`src/hdl/oflow_feature_pkg.sv`:
```
/* object feature field widths, row addressing,
   current-frame feature record and history entry */
package oflow_feature_pkg;

	// --------------------------------------------------
	// feature field widths
	// --------------------------------------------------
	localparam int cm_len    = 9;   // centre of mass, per axis (x, y)
	localparam int dim_len   = 8;   // bounding box width / height
	localparam int color_len = 8;   // dominant colour channels

	// id of a tracked object, must equal oflow_score_pkg::id_len
	localparam int id_len = 6;

	// rows of the feature store, one per set
	localparam int row_len  = 3;
	localparam int max_rows = 8;    // 2**row_len

	// --------------------------------------------------
	// records
	// --------------------------------------------------

	// features of one detected object
	typedef struct packed {
		logic [cm_len-1:0]    cm_x;     // centre x
		logic [cm_len-1:0]    cm_y;     // centre y
		logic [dim_len-1:0]   width;
		logic [dim_len-1:0]   height;
		logic [color_len-1:0] color1;   // first colour
		logic [color_len-1:0] color2;   // second colour
	} feature_t;

	// previous-frame object as streamed from the history source
	typedef struct packed {
		feature_t          feat;
		logic [id_len-1:0] id;          // id it carried last frame
	} hist_entry_t;

endpackage

```
`src/hdl/oflow_score_pkg.sv`:
```
/* score, id and weight widths, weight set,
   match candidate and score board row */
package oflow_score_pkg;

	// --------------------------------------------------
	// widths
	// --------------------------------------------------
	localparam int id_len        = 6;
	localparam int weight_len    = 4;   // per-feature weight
	localparam int score_len     = 16;  // saturates at all ones
	localparam int frame_num_len = 8;
	localparam int num_terms     = 5;   // cm, w, h, color1, color2

	// weights from the register file
	typedef struct packed {
		logic [weight_len-1:0] cm;
		logic [weight_len-1:0] w;
		logic [weight_len-1:0] h;
		logic [weight_len-1:0] color1;
		logic [weight_len-1:0] color2;
	} weights_t;

	// one match candidate, lower score is better
	typedef struct packed {
		logic [score_len-1:0] score;
		logic [id_len-1:0]    id;
	} cand_t;

	// score board row handed to the CR agent
	typedef struct packed {
		cand_t best;
		cand_t second;
		logic  fallback;   // set by CR when best is taken elsewhere
	} board_row_t;

	localparam cand_t empty_cand = '{score: '1, id: '0};   // no match yet
	localparam board_row_t empty_row = '{best: empty_cand, second: empty_cand, fallback: 1'b0};

endpackage

```
`src/hdl/oflow_feature_mem.sv`:
```
/* single-port feature store of the current frame,
   sync write, registered read */
module oflow_feature_mem (
	input  logic                                 clk,
	input  logic                                 rst_n,
	input  logic                                 we,
	input  logic [oflow_feature_pkg::row_len-1:0] addr,
	input  oflow_feature_pkg::feature_t          wdata,
	output oflow_feature_pkg::feature_t          rdata
);
	import oflow_feature_pkg::*;

	// --------------------------------------------------
	// storage
	// --------------------------------------------------
	feature_t mem [max_rows];   // one object per row

	// write port, no reset on contents
	always_ff @(posedge clk) begin
		if (we) begin
			mem[addr] <= wdata;
		end
	end

	// read register, old data on a write cycle
	always_ff @(posedge clk) begin
		if (!rst_n) begin
			rdata <= '0;
		end else begin
			rdata <= mem[addr];   // one cycle read latency
		end
	end

endmodule

```
`src/hdl/oflow_registration.sv`:
```
/* registration unit top: feature store, score calc,
   score board and sequencer */
module oflow_registration (
	input  logic                                       clk,
	input  logic                                       rst_n,
	input  oflow_score_pkg::weights_t                  weights,
	// command from the core
	input  logic                                       reg_req,
	output logic                                       reg_ack,
	input  oflow_feature_pkg::feature_t                cur_obj,
	input  logic [oflow_feature_pkg::row_len-1:0]      row,
	input  logic [oflow_score_pkg::frame_num_len-1:0]  frame_num,
	// history source
	input  logic                                       hist_req,
	input  oflow_feature_pkg::hist_entry_t             hist_entry,
	input  logic                                       hist_last,
	output logic                                       hist_ack,
	// CR agent
	input  logic [oflow_feature_pkg::row_len-1:0]      cr_rd_row,
	output oflow_score_pkg::board_row_t                cr_rd_data,
	input  logic                                       cr_we,
	input  logic [oflow_feature_pkg::row_len-1:0]      cr_wr_row,
	input  logic                                       cr_fallback,
	// feature readback
	input  logic [oflow_feature_pkg::row_len-1:0]      fe_rd_row,
	output oflow_feature_pkg::feature_t                fe_rd_data
);
	import oflow_feature_pkg::*;
	import oflow_score_pkg::*;

	// --------------------------------------------------
	// internal signals
	// --------------------------------------------------
	logic               mem_we;
	logic [row_len-1:0] mem_addr;
	logic               calc_start;
	logic               calc_done;
	cand_t              best;
	cand_t              second;
	logic               board_we;
	board_row_t         board_row;

	assign mem_addr = mem_we ? row : fe_rd_row;   // readback shares the port

	oflow_feature_mem oflow_feature_mem_i (
		.clk(clk), .rst_n(rst_n), .we(mem_we), .addr(mem_addr),
		.wdata(cur_obj), .rdata(fe_rd_data)
	);

	oflow_score_calc oflow_score_calc_i (
		.clk(clk), .rst_n(rst_n), .start(calc_start), .cur_obj(cur_obj),
		.weights(weights), .hist_req(hist_req), .hist_entry(hist_entry),
		.hist_last(hist_last), .hist_ack(hist_ack), .done(calc_done),
		.best(best), .second(second)
	);

	oflow_score_board oflow_score_board_i (
		.clk(clk), .rst_n(rst_n), .we(board_we), .wr_row(row), .wr_data(board_row),
		.cr_we(cr_we), .cr_wr_row(cr_wr_row), .cr_fallback(cr_fallback),
		.cr_rd_row(cr_rd_row), .cr_rd_data(cr_rd_data)
	);

	oflow_registration_fsm oflow_registration_fsm_i (
		.clk(clk), .rst_n(rst_n), .reg_req(reg_req), .reg_ack(reg_ack),
		.frame_num(frame_num), .cur_row(row), .mem_we(mem_we),
		.calc_start(calc_start), .calc_done(calc_done), .best(best),
		.second(second), .board_we(board_we), .board_row(board_row)
	);

endmodule

```
`src/hdl/oflow_registration_fsm.sv`:
```
/* registration sequencer: feature write, scoring, board commit,
   command handshake and first-frame id counter */
module oflow_registration_fsm (
	input  logic                                        clk,
	input  logic                                        rst_n,
	input  logic                                        reg_req,
	output logic                                        reg_ack,
	input  logic [oflow_score_pkg::frame_num_len-1:0]   frame_num,
	input  logic [oflow_feature_pkg::row_len-1:0]       cur_row,
	output logic                                        mem_we,
	output logic                                        calc_start,
	input  logic                                        calc_done,
	input  oflow_score_pkg::cand_t                      best,
	input  oflow_score_pkg::cand_t                      second,
	output logic                                        board_we,
	output oflow_score_pkg::board_row_t                 board_row
);
	import oflow_score_pkg::*;

	typedef enum logic [2:0] {
		st_idle,
		st_write,    // feature store write
		st_score,    // wait for score calc
		st_commit,   // board row write
		st_ack       // hold ack until req drops
	} state_t;

	state_t                              state;
	state_t                              next_state;
	logic                                first_frame;
	logic [oflow_score_pkg::id_len-1:0]  id_cnt;   // last id handed out

	assign first_frame = (frame_num == '0);   // no history on frame 0

	// --------------------------------------------------
	// state register and next state
	// --------------------------------------------------
	always_ff @(posedge clk) begin
		if (!rst_n)
			state <= st_idle;
		else
			state <= next_state;
	end

	always_comb begin
		next_state = state;
		case (state)
			st_idle:   if (reg_req) next_state = st_write;
			st_write:  next_state = first_frame ? st_commit : st_score;
			st_score:  if (calc_done) next_state = st_commit;
			st_commit: next_state = st_ack;
			st_ack:    if (!reg_req) next_state = st_idle;
			default:   next_state = st_idle;
		endcase
	end

	// moore outputs
	assign mem_we     = (state == st_write);
	assign calc_start = (state == st_write) && !first_frame;
	assign board_we   = (state == st_commit);
	assign reg_ack    = (state == st_ack);

	// first-frame ids, post incremented
	always_ff @(posedge clk) begin
		if (!rst_n)
			id_cnt <= '0;
		else if (board_we && first_frame)
			id_cnt <= id_cnt + 1'b1;
	end

	// row content: fresh id on frame 0, calc result otherwise
	always_comb begin
		board_row.fallback = 1'b0;
		if (first_frame) begin
			board_row.best   = '{score: '0, id: id_cnt + 1'b1};
			board_row.second = empty_cand;
		end else begin
			board_row.best   = best;
			board_row.second = second;
		end
	end

endmodule

```
`src/hdl/oflow_score_board.sv`:
```
/* per-row candidate store: registration write, CR fallback write,
   registered CR read port */
module oflow_score_board (
	input  logic                                  clk,
	input  logic                                  rst_n,
	input  logic                                  we,
	input  logic [oflow_feature_pkg::row_len-1:0] wr_row,
	input  oflow_score_pkg::board_row_t           wr_data,
	input  logic                                  cr_we,
	input  logic [oflow_feature_pkg::row_len-1:0] cr_wr_row,
	input  logic                                  cr_fallback,
	input  logic [oflow_feature_pkg::row_len-1:0] cr_rd_row,
	output oflow_score_pkg::board_row_t           cr_rd_data
);
	import oflow_feature_pkg::*;
	import oflow_score_pkg::*;

	// --------------------------------------------------
	// row storage
	// --------------------------------------------------
	board_row_t rows [max_rows];

	logic [max_rows-1:0] reg_hit;   // registration write per row
	logic [max_rows-1:0] cr_hit;    // CR flag write per row

	// row decode for both writers
	always_comb begin
		for (int i = 0; i < max_rows; i++) begin
			reg_hit[i] = we && (wr_row == row_len'(i));
			cr_hit[i]  = cr_we && (cr_wr_row == row_len'(i));
		end
	end

	// registration replaces the row, CR only touches the flag
	// same row in one cycle -> registration wins
	always_ff @(posedge clk) begin
		if (!rst_n) begin
			for (int i = 0; i < max_rows; i++)
				rows[i] <= empty_row;   // all ones scores, flag 0
		end else begin
			for (int i = 0; i < max_rows; i++) begin
				if (reg_hit[i]) begin
					rows[i].best     <= wr_data.best;
					rows[i].second   <= wr_data.second;
					rows[i].fallback <= 1'b0;   // fresh row, no fallback yet
				end else if (cr_hit[i]) begin
					rows[i].fallback <= cr_fallback;
				end
			end
		end
	end

	// --------------------------------------------------
	// CR read port
	// --------------------------------------------------
	always_ff @(posedge clk) begin
		if (!rst_n) begin
			cr_rd_data <= empty_row;
		end else begin
			cr_rd_data <= rows[cr_rd_row];   // data one cycle after row
		end
	end

endmodule

```
`src/hdl/oflow_score_calc.sv`:
```
/* two-stage similarity pipeline: weighted abs diffs, saturating sum,
   running best / second-best selection, history handshake */
module oflow_score_calc (
	input  logic                             clk,
	input  logic                             rst_n,
	input  logic                             start,
	input  oflow_feature_pkg::feature_t      cur_obj,
	input  oflow_score_pkg::weights_t        weights,
	input  logic                             hist_req,
	input  oflow_feature_pkg::hist_entry_t   hist_entry,
	input  logic                             hist_last,
	output logic                             hist_ack,
	output logic                             done,
	output oflow_score_pkg::cand_t           best,
	output oflow_score_pkg::cand_t           second
);
	import oflow_feature_pkg::*;
	import oflow_score_pkg::*;

	function automatic logic [score_len-1:0] abs_diff(input logic [score_len-1:0] a,
	                                                  input logic [score_len-1:0] b);
		return (a > b) ? a - b : b - a;
	endfunction

	logic                                busy;     // between start and last entry
	logic                                accept;   // entry taken this edge
	logic [score_len-1:0]                diff [num_terms];
	logic [score_len-1:0]                wgt  [num_terms];
	logic                                s1_valid;
	logic                                s1_last;
	logic [oflow_score_pkg::id_len-1:0]  s1_id;
	logic [score_len-1:0]                s1_term [num_terms];
	logic [score_len+2:0]                sum_wide; // room for five terms
	logic [score_len-1:0]                s2_score;

	// --------------------------------------------------
	// history handshake, four phase
	// --------------------------------------------------
	assign accept = busy && hist_req && !hist_ack;   // rising edge of hist_ack

	always_ff @(posedge clk) begin
		if (!rst_n) begin
			busy     <= 1'b0;
			hist_ack <= 1'b0;
		end else begin
			if (start)
				busy <= 1'b1;
			else if (accept && hist_last)
				busy <= 1'b0;   // no more entries for this object
			if (accept)
				hist_ack <= 1'b1;
			else if (!hist_req)
				hist_ack <= 1'b0;   // source dropped req
		end
	end

	// --------------------------------------------------
	// stage 1: weighted absolute differences
	// --------------------------------------------------
	always_comb begin
		diff[0] = abs_diff(score_len'(cur_obj.cm_x), score_len'(hist_entry.feat.cm_x))
		        + abs_diff(score_len'(cur_obj.cm_y), score_len'(hist_entry.feat.cm_y));
		diff[1] = abs_diff(score_len'(cur_obj.width), score_len'(hist_entry.feat.width));
		diff[2] = abs_diff(score_len'(cur_obj.height), score_len'(hist_entry.feat.height));
		diff[3] = abs_diff(score_len'(cur_obj.color1), score_len'(hist_entry.feat.color1));
		diff[4] = abs_diff(score_len'(cur_obj.color2), score_len'(hist_entry.feat.color2));
		wgt[0]  = score_len'(weights.cm);
		wgt[1]  = score_len'(weights.w);
		wgt[2]  = score_len'(weights.h);
		wgt[3]  = score_len'(weights.color1);
		wgt[4]  = score_len'(weights.color2);
	end

	always_ff @(posedge clk) begin
		if (!rst_n) begin
			s1_valid <= 1'b0;
			s1_last  <= 1'b0;
		end else begin
			s1_valid <= accept;
			s1_last  <= accept && hist_last;
		end
	end

	// payload, loaded only on accept
	always_ff @(posedge clk) begin
		if (accept) begin
			s1_id <= hist_entry.id;
			for (int i = 0; i < num_terms; i++)
				s1_term[i] <= wgt[i] * diff[i];
		end
	end

	// --------------------------------------------------
	// stage 2: saturating sum and best / second insert
	// --------------------------------------------------
	always_comb begin
		sum_wide = '0;
		for (int i = 0; i < num_terms; i++)
			sum_wide = sum_wide + {3'b000, s1_term[i]};
		s2_score = (|sum_wide[score_len+2:score_len]) ? '1 : sum_wide[score_len-1:0];
	end

	always_ff @(posedge clk) begin
		if (!rst_n || start) begin
			best   <= empty_cand;
			second <= empty_cand;
			done   <= 1'b0;
		end else begin
			done <= s1_valid && s1_last;   // last entry leaves stage 2
			if (s1_valid) begin
				if (s2_score < best.score) begin   // strict, earlier wins a tie
					second <= best;
					best   <= '{score: s2_score, id: s1_id};
				end else if (s2_score < second.score) begin
					second <= '{score: s2_score, id: s1_id};
				end
			end
		end
	end

endmodule

```
`config.mk`:
```
export PLATFORM = sky130hd
export DESIGN_NAME = oflow_registration
export DESIGN_NICKNAME = d
export VERILOG_FILES = /design/src/hdl/oflow_feature_pkg.sv /design/src/hdl/oflow_score_pkg.sv /design/src/hdl/oflow_feature_mem.sv /design/src/hdl/oflow_registration.sv /design/src/hdl/oflow_registration_fsm.sv /design/src/hdl/oflow_score_board.sv /design/src/hdl/oflow_score_calc.sv
export SDC_FILE = /design/constraint.sdc
export NUM_CORES = 2
export LEC_CHECK = 0
export ABC_CLOCK_PERIOD_IN_PS = 10910
export BUFFER_PORTS_ARGS = -buffer_cell sky130_fd_sc_hd__buf_2
export CAP_MARGIN = 20
export CORE_ASPECT_RATIO = 0.9
export CORE_MARGIN = 1
export CORE_UTILIZATION = 55
export CTS_CLUSTER_SIZE = 16
export DETAILED_ROUTE_END_ITERATION = 10
export PLACE_DENSITY_LB_ADDON = 0.05
export SLEW_MARGIN = 25
export SYNTH_ARGS = -nofsm -noshare
export SYNTH_HDL_FRONTEND = slang
export SYNTH_SLANG_ARGS = --single-unit
```
`constraint.sdc`:
```
create_clock -name clk -period 10.91 [get_ports clk]
set_clock_uncertainty 0.15 [all_clocks]
set_input_delay 1.091 -clock clk [delete_from_list [all_inputs] [get_ports clk]]
set_output_delay 1.091 -clock clk [all_outputs]
set_load 0.01 [all_outputs]
```
### Word level (Yosys, flattened, before mapping)

Memory sizes are Yosys's and may differ from the RTL's. A register that Yosys moved wholly into a read port is not among the register bits.
Index checks and enable logic that the tools add are counted.

* flip-flop bits (word level): 64
* memory bits (writable): 840
* output and inout port bits: 97
* memories kept: 3

Memory list
* oflow_feature_mem_i.mem: depth 8, bits a word 50, read ports 1, clocked after Yosys merged registers in 1, wr ports 1, line oflow_feature_mem.sv:16 `feature_t mem [max_rows];`
* oflow_score_board_i.rows: depth 8, bits a word 45, read ports 1, clocked after Yosys merged registers in 1, wr ports 8, line oflow_score_board.sv:21 `board_row_t rows [max_rows];`
* oflow_score_calc_i.s1_term: depth 5, bits a word 16, read ports 5, clocked after Yosys merged registers in 0, wr ports 5, line oflow_score_calc.sv:32 `logic [score_len-1:0] s1_term [num_terms];`

* add/subtract/negate cells: 18
* multiply operators: 5
* $lt $le $gt $ge: 8
* equality and inequality tests: 22
* mux-type cells: 113
* bitwise operators: 32
* reductions and logical operators: 38

Operator list (number)
* two-way mux 22 bit: 18
* two-way mux 16 bit: 7
* two-way mux 1 bit: 82
* multiplier 4 x 16 -> 16 bit: 5
* subtractor 8 x 8 -> 9 bit: 8
* adder 19 x 16 -> 19 bit: 3
* two-way mux 44 bit: 1
* subtractor 9 x 9 -> 10 bit: 4
* > comparator 8 bit: 4
* < comparator 16 bit: 2
* OR 1 bit: 32
* equality test 3 bit, second input constant: 9
* logical AND 1 bit: 22
* equality test 3 x 2 -> 1 bit, second input constant: 6
* > comparator 9 bit: 2
* adder 16 x 16 -> 17 bit: 1
* adder 16 bit: 1
* one-hot mux 3 bit (5 select lines): 1
* two-way mux 3 bit: 4
* equality test 3 x 1 -> 1 bit, second input constant: 3
* logical NOT 3 bit: 3
* logical NOT 8 bit: 1
* adder 6 x 1 -> 6 bit, second input constant: 1
* inequality test 2 bit, second input constant: 3
* 7 further kinds: 13

### Depth between registers and ports, before layout

An unclocked memory read counts as a cell.

* depth after elaboration: 10
* depth in mapped cells: 39
* mapped depth without buffers: 36

### Modules after synthesis

Synthesis repeated with hierarchy kept, for this count alone.

* cell total of the unflattened synthesis: 4321
* area total of the unflattened synthesis: 53246.1 um^2

By module, submodules not included
* oflow_score_calc: times used 1, cells each 2157, area each 18751.7 um^2, sequential area each 3563.4 um^2
* oflow_score_board: times used 1, cells each 1169, area each 17000.1 um^2, sequential area each 11711.2 um^2
* oflow_feature_mem: times used 1, cells each 869, area each 16569.6 um^2, sequential area each 13012.5 um^2
* oflow_registration_fsm: times used 1, cells each 123, area each 890.9 um^2, sequential area each 180.2 um^2
* oflow_registration: times used 1, cells each 3, area each 33.8 um^2, sequential area each 0.0 um^2

### Worst setup path after synthesis

OpenSTA, ideal clock, no wires.

* path type: reg-to-reg
* from: memory oflow_score_calc_i.s1_term[0][0]
* to: register, netlist name oflow_score_calc_i.second[6]
* setup time: 0.129 ns
* arrival: 7.694 ns
* required time: 10.631 ns
* setup slack: 2.936 ns
* cell stages (with the launch flop): 38
* path buffers: 2
* clock period less this slack: 7.974 ns
* cells stage by stage: edfxtp_1 > ha_1 > inv_1 > fa_1 > nor2b_1 > o21ai_0 > nand2b_1 > a21o_1 > a21o_1 > a21o_1 > a41o_1 > o41ai_1 > o21ai_0 > xor2_1 > fa_1 > inv_1 > fa_1 > inv_1 > (+2 left out) > a311o_1 > nor2_1 > a21oi_2 > nor3b_4 > buf_2 > nand2_1 > ha_1 > a21o_1 > a21oi_2 > o211ai_1 > or4b_1 > a211o_1 > nor4b_2 > or2_1 > buf_4 > mux2_2 > mux2i_1 > nand2_1

RTL lines (line)
* start, declared: oflow_score_calc.sv:32

==> flow_metrics.py <==
metrics = {
    "logic_synthesis": {
        "syn_area_sq_um": 51800,
        "syn_nets": 4571,
        "yosysTopAreaCell": "edfxtp_1",
        "ys_async_sr_fraction_pct": 0,
        "synth.area.top_cells": "edfxtp_1 (49%), mux4_2 (8.3%), ha_1 (6.1%)",
        "syn_avg_cell_area_sq_um": 12.9,
        "ys_seq_area_share_pct": 55.0,
        "synthTopCellsByCount": "edfxtp_1 (846), nand2_1 (601), inv_1 (448)",
        "synth-seq-cells": 999,
        "yosys.cell_types.count": 78,
        "ys.warnings.count": 0,
        "synth_edf_count": 846,
        "yosysMostFrequentCell": "edfxtp_1",
        "synthCells": 4016,
        "yosysTopAreaCellShare_pct": 49.1,
        "synthFlopType": "edfxtp_1",
    },
    "grt": {
        "grt_pass1_vias": 31751,
        "antenna_found_initial": 21,
        "grtUsageTotal_pct": 25.1,
        "grt-ovfl-total": 0,
        "grt_max_degree": 86,
        "grt_pass1_wl_microns": 183000,
    },
    "die": {
        "core_sq_um": 93100,
        "fp-row-count": 106,
        "die_area_sq_um": 95400,
        "die_h_microns": 293,
        "chipWidth_microns": 325,
        "start_util_pct": 55.6,
        "ios": 250,
    },
    "pwr": {
        "powerDensity_nw_per_um2": 244,
        "p_leak_uw": 0.0218,
        "seq_power_share_pct": 32.2,
        "p_sw_uw": 5260,
        "power_uw": 14100,
        "p_int_uw": 8850,
        "combPwrFrac_pct": 43.4,
        "p_clk_share_pct": 24.4,
        "swShare_pct": 37.3,
        "irDropWorstVdd_mv": 0.239,
    },
    "setup_path": {
        "crit_path_start_kind": "flip-flop",
        "worstPathRequired_ps": 11300,
        "critPathCaptureType": "flip-flop",
        "arrival_ps": 9990,
        "path_class": "reg -> reg",
        "max_stage_delay_ps": 610,
        "crit_fanout": 17,
        "path_common_cell": "a21o_1",
        "cpMaxStageDelayCell": "o41ai_1",
    },
    "route": {
        "first_pass_iters": 6,
        "dr.first_iter.drc_count": 2038,
        "drc": 0,
        "vias": 31017,
        "wl_per_cell_microns": 21.1,
        "detail-route-antenna-nets": 0,
        "routed_wl_microns": 118000,
        "viasPerCell": 5.55,
    },
    "timing": {
        "setup_viol": 0,
        "clock.fmax_mhz": 104,
        "rsz0062_at_grt": "false",
        "max_slew.worst_pin.slew_ps": 1060,
        "timing.slew.headroom_pct": 29.5,
        "fin_crit_sh_pct": 87.9,
        "report.final.hold_viol_count": 0,
        "setup_tns_ps": 0,
        "period_needed_ps": 9590,
        "finalMaxSlewViolations": 0,
    },
    "status": {
        "status": "complete, no violations",
    },
    "place": {
        "place_hpwl_microns": 78100,
        "gp_congestion": 0.871,
        "portBuffers": 249,
    },
    "cts": {
        "clock_latency_ps": 690,
        "hold_buffers": 0,
        "htree_levels": 3,
        "cts-root-buf": "clkbuf_16",
        "cts_setup_buffers": 0,
        "cts_made_buffers": 101,
        "path_clk_slew_ps": 60,
        "cts.sinks": 999,
        "ctsLongestPathBuffers": 3,
        "cts_tree": "done",
        "cts.repair.resized": 0,
    },
    "flow_run": {
        "drv_cap": 0,
    },
    "min_path": {
        "hold_path_class": "reg -> reg",
    },
    "layout": {
        "post_route_cells_drive_above_1_share_pct": 16.6,
        "syn2layout_area_growth_pct": 11.6,
        "nets": 4805,
    },
}
[cell usage in the layout (no fill, tap or decap), types with 7 or more instances in the layout]
| cell | Yosys | final |
|---|---|---|
| clkinvlp_4 | 0 | 7 |
| fa_1 | 151 | 151 |
| a21oi_1 | 116 | 116 |
| bufinv_16 | 0 | 8 |
| nand3_1 | 29 | 29 |
| nor3_1 | 37 | 33 |
| o21ai_0 | 80 | 78 |
| nor2_4 | 0 | 7 |
| or3_1 | 11 | 11 |
| nand4_1 | 13 | 13 |
| nor2b_1 | 53 | 53 |
| mux4_2 | 190 | 190 |
| a21o_1 | 62 | 62 |
| mux2_2 | 24 | 25 |
| nor2_1 | 168 | 156 |
| clkinv_2 | 0 | 16 |
| ha_1 | 251 | 251 |
| mux2i_1 | 92 | 89 |
| a211o_1 | 7 | 7 |
| clkbuf_16 | 0 | 101 |
| inv_1 | 448 | 448 |
| clkinv_1 | 0 | 14 |
| and3_1 | 8 | 8 |
| a211oi_1 | 11 | 11 |
| nand3b_1 | 8 | 8 |
| and2_1 | 60 | 60 |
| o211ai_1 | 45 | 45 |
| edfxtp_1 | 846 | 846 |
| o21a_1 | 11 | 11 |
| a21boi_0 | 62 | 61 |
| a21boi_1 | 16 | 17 |
| xnor2_1 | 96 | 96 |
| buf_2 | 21 | 246 |
| nand2_1 | 601 | 595 |
| xor2_1 | 32 | 32 |
| clkbuf_1 | 109 | 26 |
| buf_4 | 4 | 38 |
| nand2b_1 | 34 | 34 |
| o21bai_1 | 34 | 34 |
| dfxtp_1 | 153 | 153 |
[metrics by stage]
| step | hold WS, ps | util [%] | cells | instance area (sq um) | worst slack (ps) |
|---|---|---|---|---|---|
| CTS | 349 | 62.0 | 5578 | 57800 | 1320 |
| floorplan | 287 | - | 4016 | 51800 | 2940 |
| global route | 379 | 62.0 | 5581 | 57800 | 478 |
| detailed placement | 341 | 58.5 | 5389 | 54500 | 1310 |
| global placement | 322 | 58.5 | 5388 | 54400 | 1470 |
| finish | 346 | 62.1 | 5584 | 57800 | 1320 |
[kinds of logic after synthesis]
| family | synth area share [%] |
|---|---|
| buffers and inverters | 4.49 |
| and+or+nand+nor | 9.02 |
| AOI/OAI and AO/OA | 6.84 |
| muxes | 10.6 |
| xor gates and xnor gates | 2.16 |
| DFF | 55.0 |
| adders and majority gates | 11.9 |
[final cells by class]
type / count / area, sq um
Inverter: 448 / 1680
Multi-Input combinational cell: 2413 / 21200
Clock inverter: 56 / 594
Sequential cell: 999 / 28500
Timing Repair Buffer: 287 / 1580
Clock buffer: 133 / 2710
Antenna cell: 6 / 15.0
Fill cell: 7368 / 35300
Tap cell: 1242 / 1550
[final timing paths]
| kind | endpoint | startpoint | slack, ps | cells past startpoint |
|---|---|---|---|---|
| worst max-delay path | oflow_score_calc_i.second[2] | oflow_score_calc_i.s1_term[0][0] | 1320 | 36 |
| worst min-delay path | oflow_score_calc_i.best[4] | oflow_score_calc_i.best[4] | 350 | 2 |
| worst max register to register | oflow_score_calc_i.second[2] | oflow_score_calc_i.s1_term[0][0] | 1320 | 36 |
| worst min register to register | oflow_score_calc_i.best[4] | oflow_score_calc_i.best[4] | 350 | 2 |
[worst max-delay path, delay by kind of cell, from the launching register on]
family | cells | cell delay, ps
DFF | 1 | 370
and+or+nand+nor | 9 | 2750
buffers and inverters | 4 | 500
muxes | 1 | 260
AOI/OAI and AO/OA | 15 | 3080
adders and majority gates | 6 | 2130
xor gates and xnor gates | 1 | 210
[registers in the layout (all words and copies together) (netlist names), 6 cells and up]
signal and flops:
oflow_score_board_i.cr_rd_data 45, oflow_feature_mem_i.rdata 50, oflow_registration_fsm_i.id_cnt 6, oflow_score_board_i.rows 360
oflow_score_calc_i.best 22, oflow_score_calc_i.s1_id 6, oflow_feature_mem_i.mem 400, oflow_score_calc_i.s1_term 80
oflow_score_calc_i.second 22
[power groups by stage]
stage                     clock network [uW]  registers, uW  logic (uW)
after floorplan                            0           4600        4790
after global placement                     0           4620        6080
after detailed placement                   0           4620        6140
after CTS                               3500           4540        6180
after global routing                    3640           4550        6970
final                                   3450           4540        6130
[metal layers]
metal / global-route usage [%] / wire [microns]
met1: 33.2 / 50600
met2: 43.0 / 57700
met3: 4.29 / 6600
met4: 6.97 / 2940
met5: 0 / 194
(Power assumes the default switching activity.)
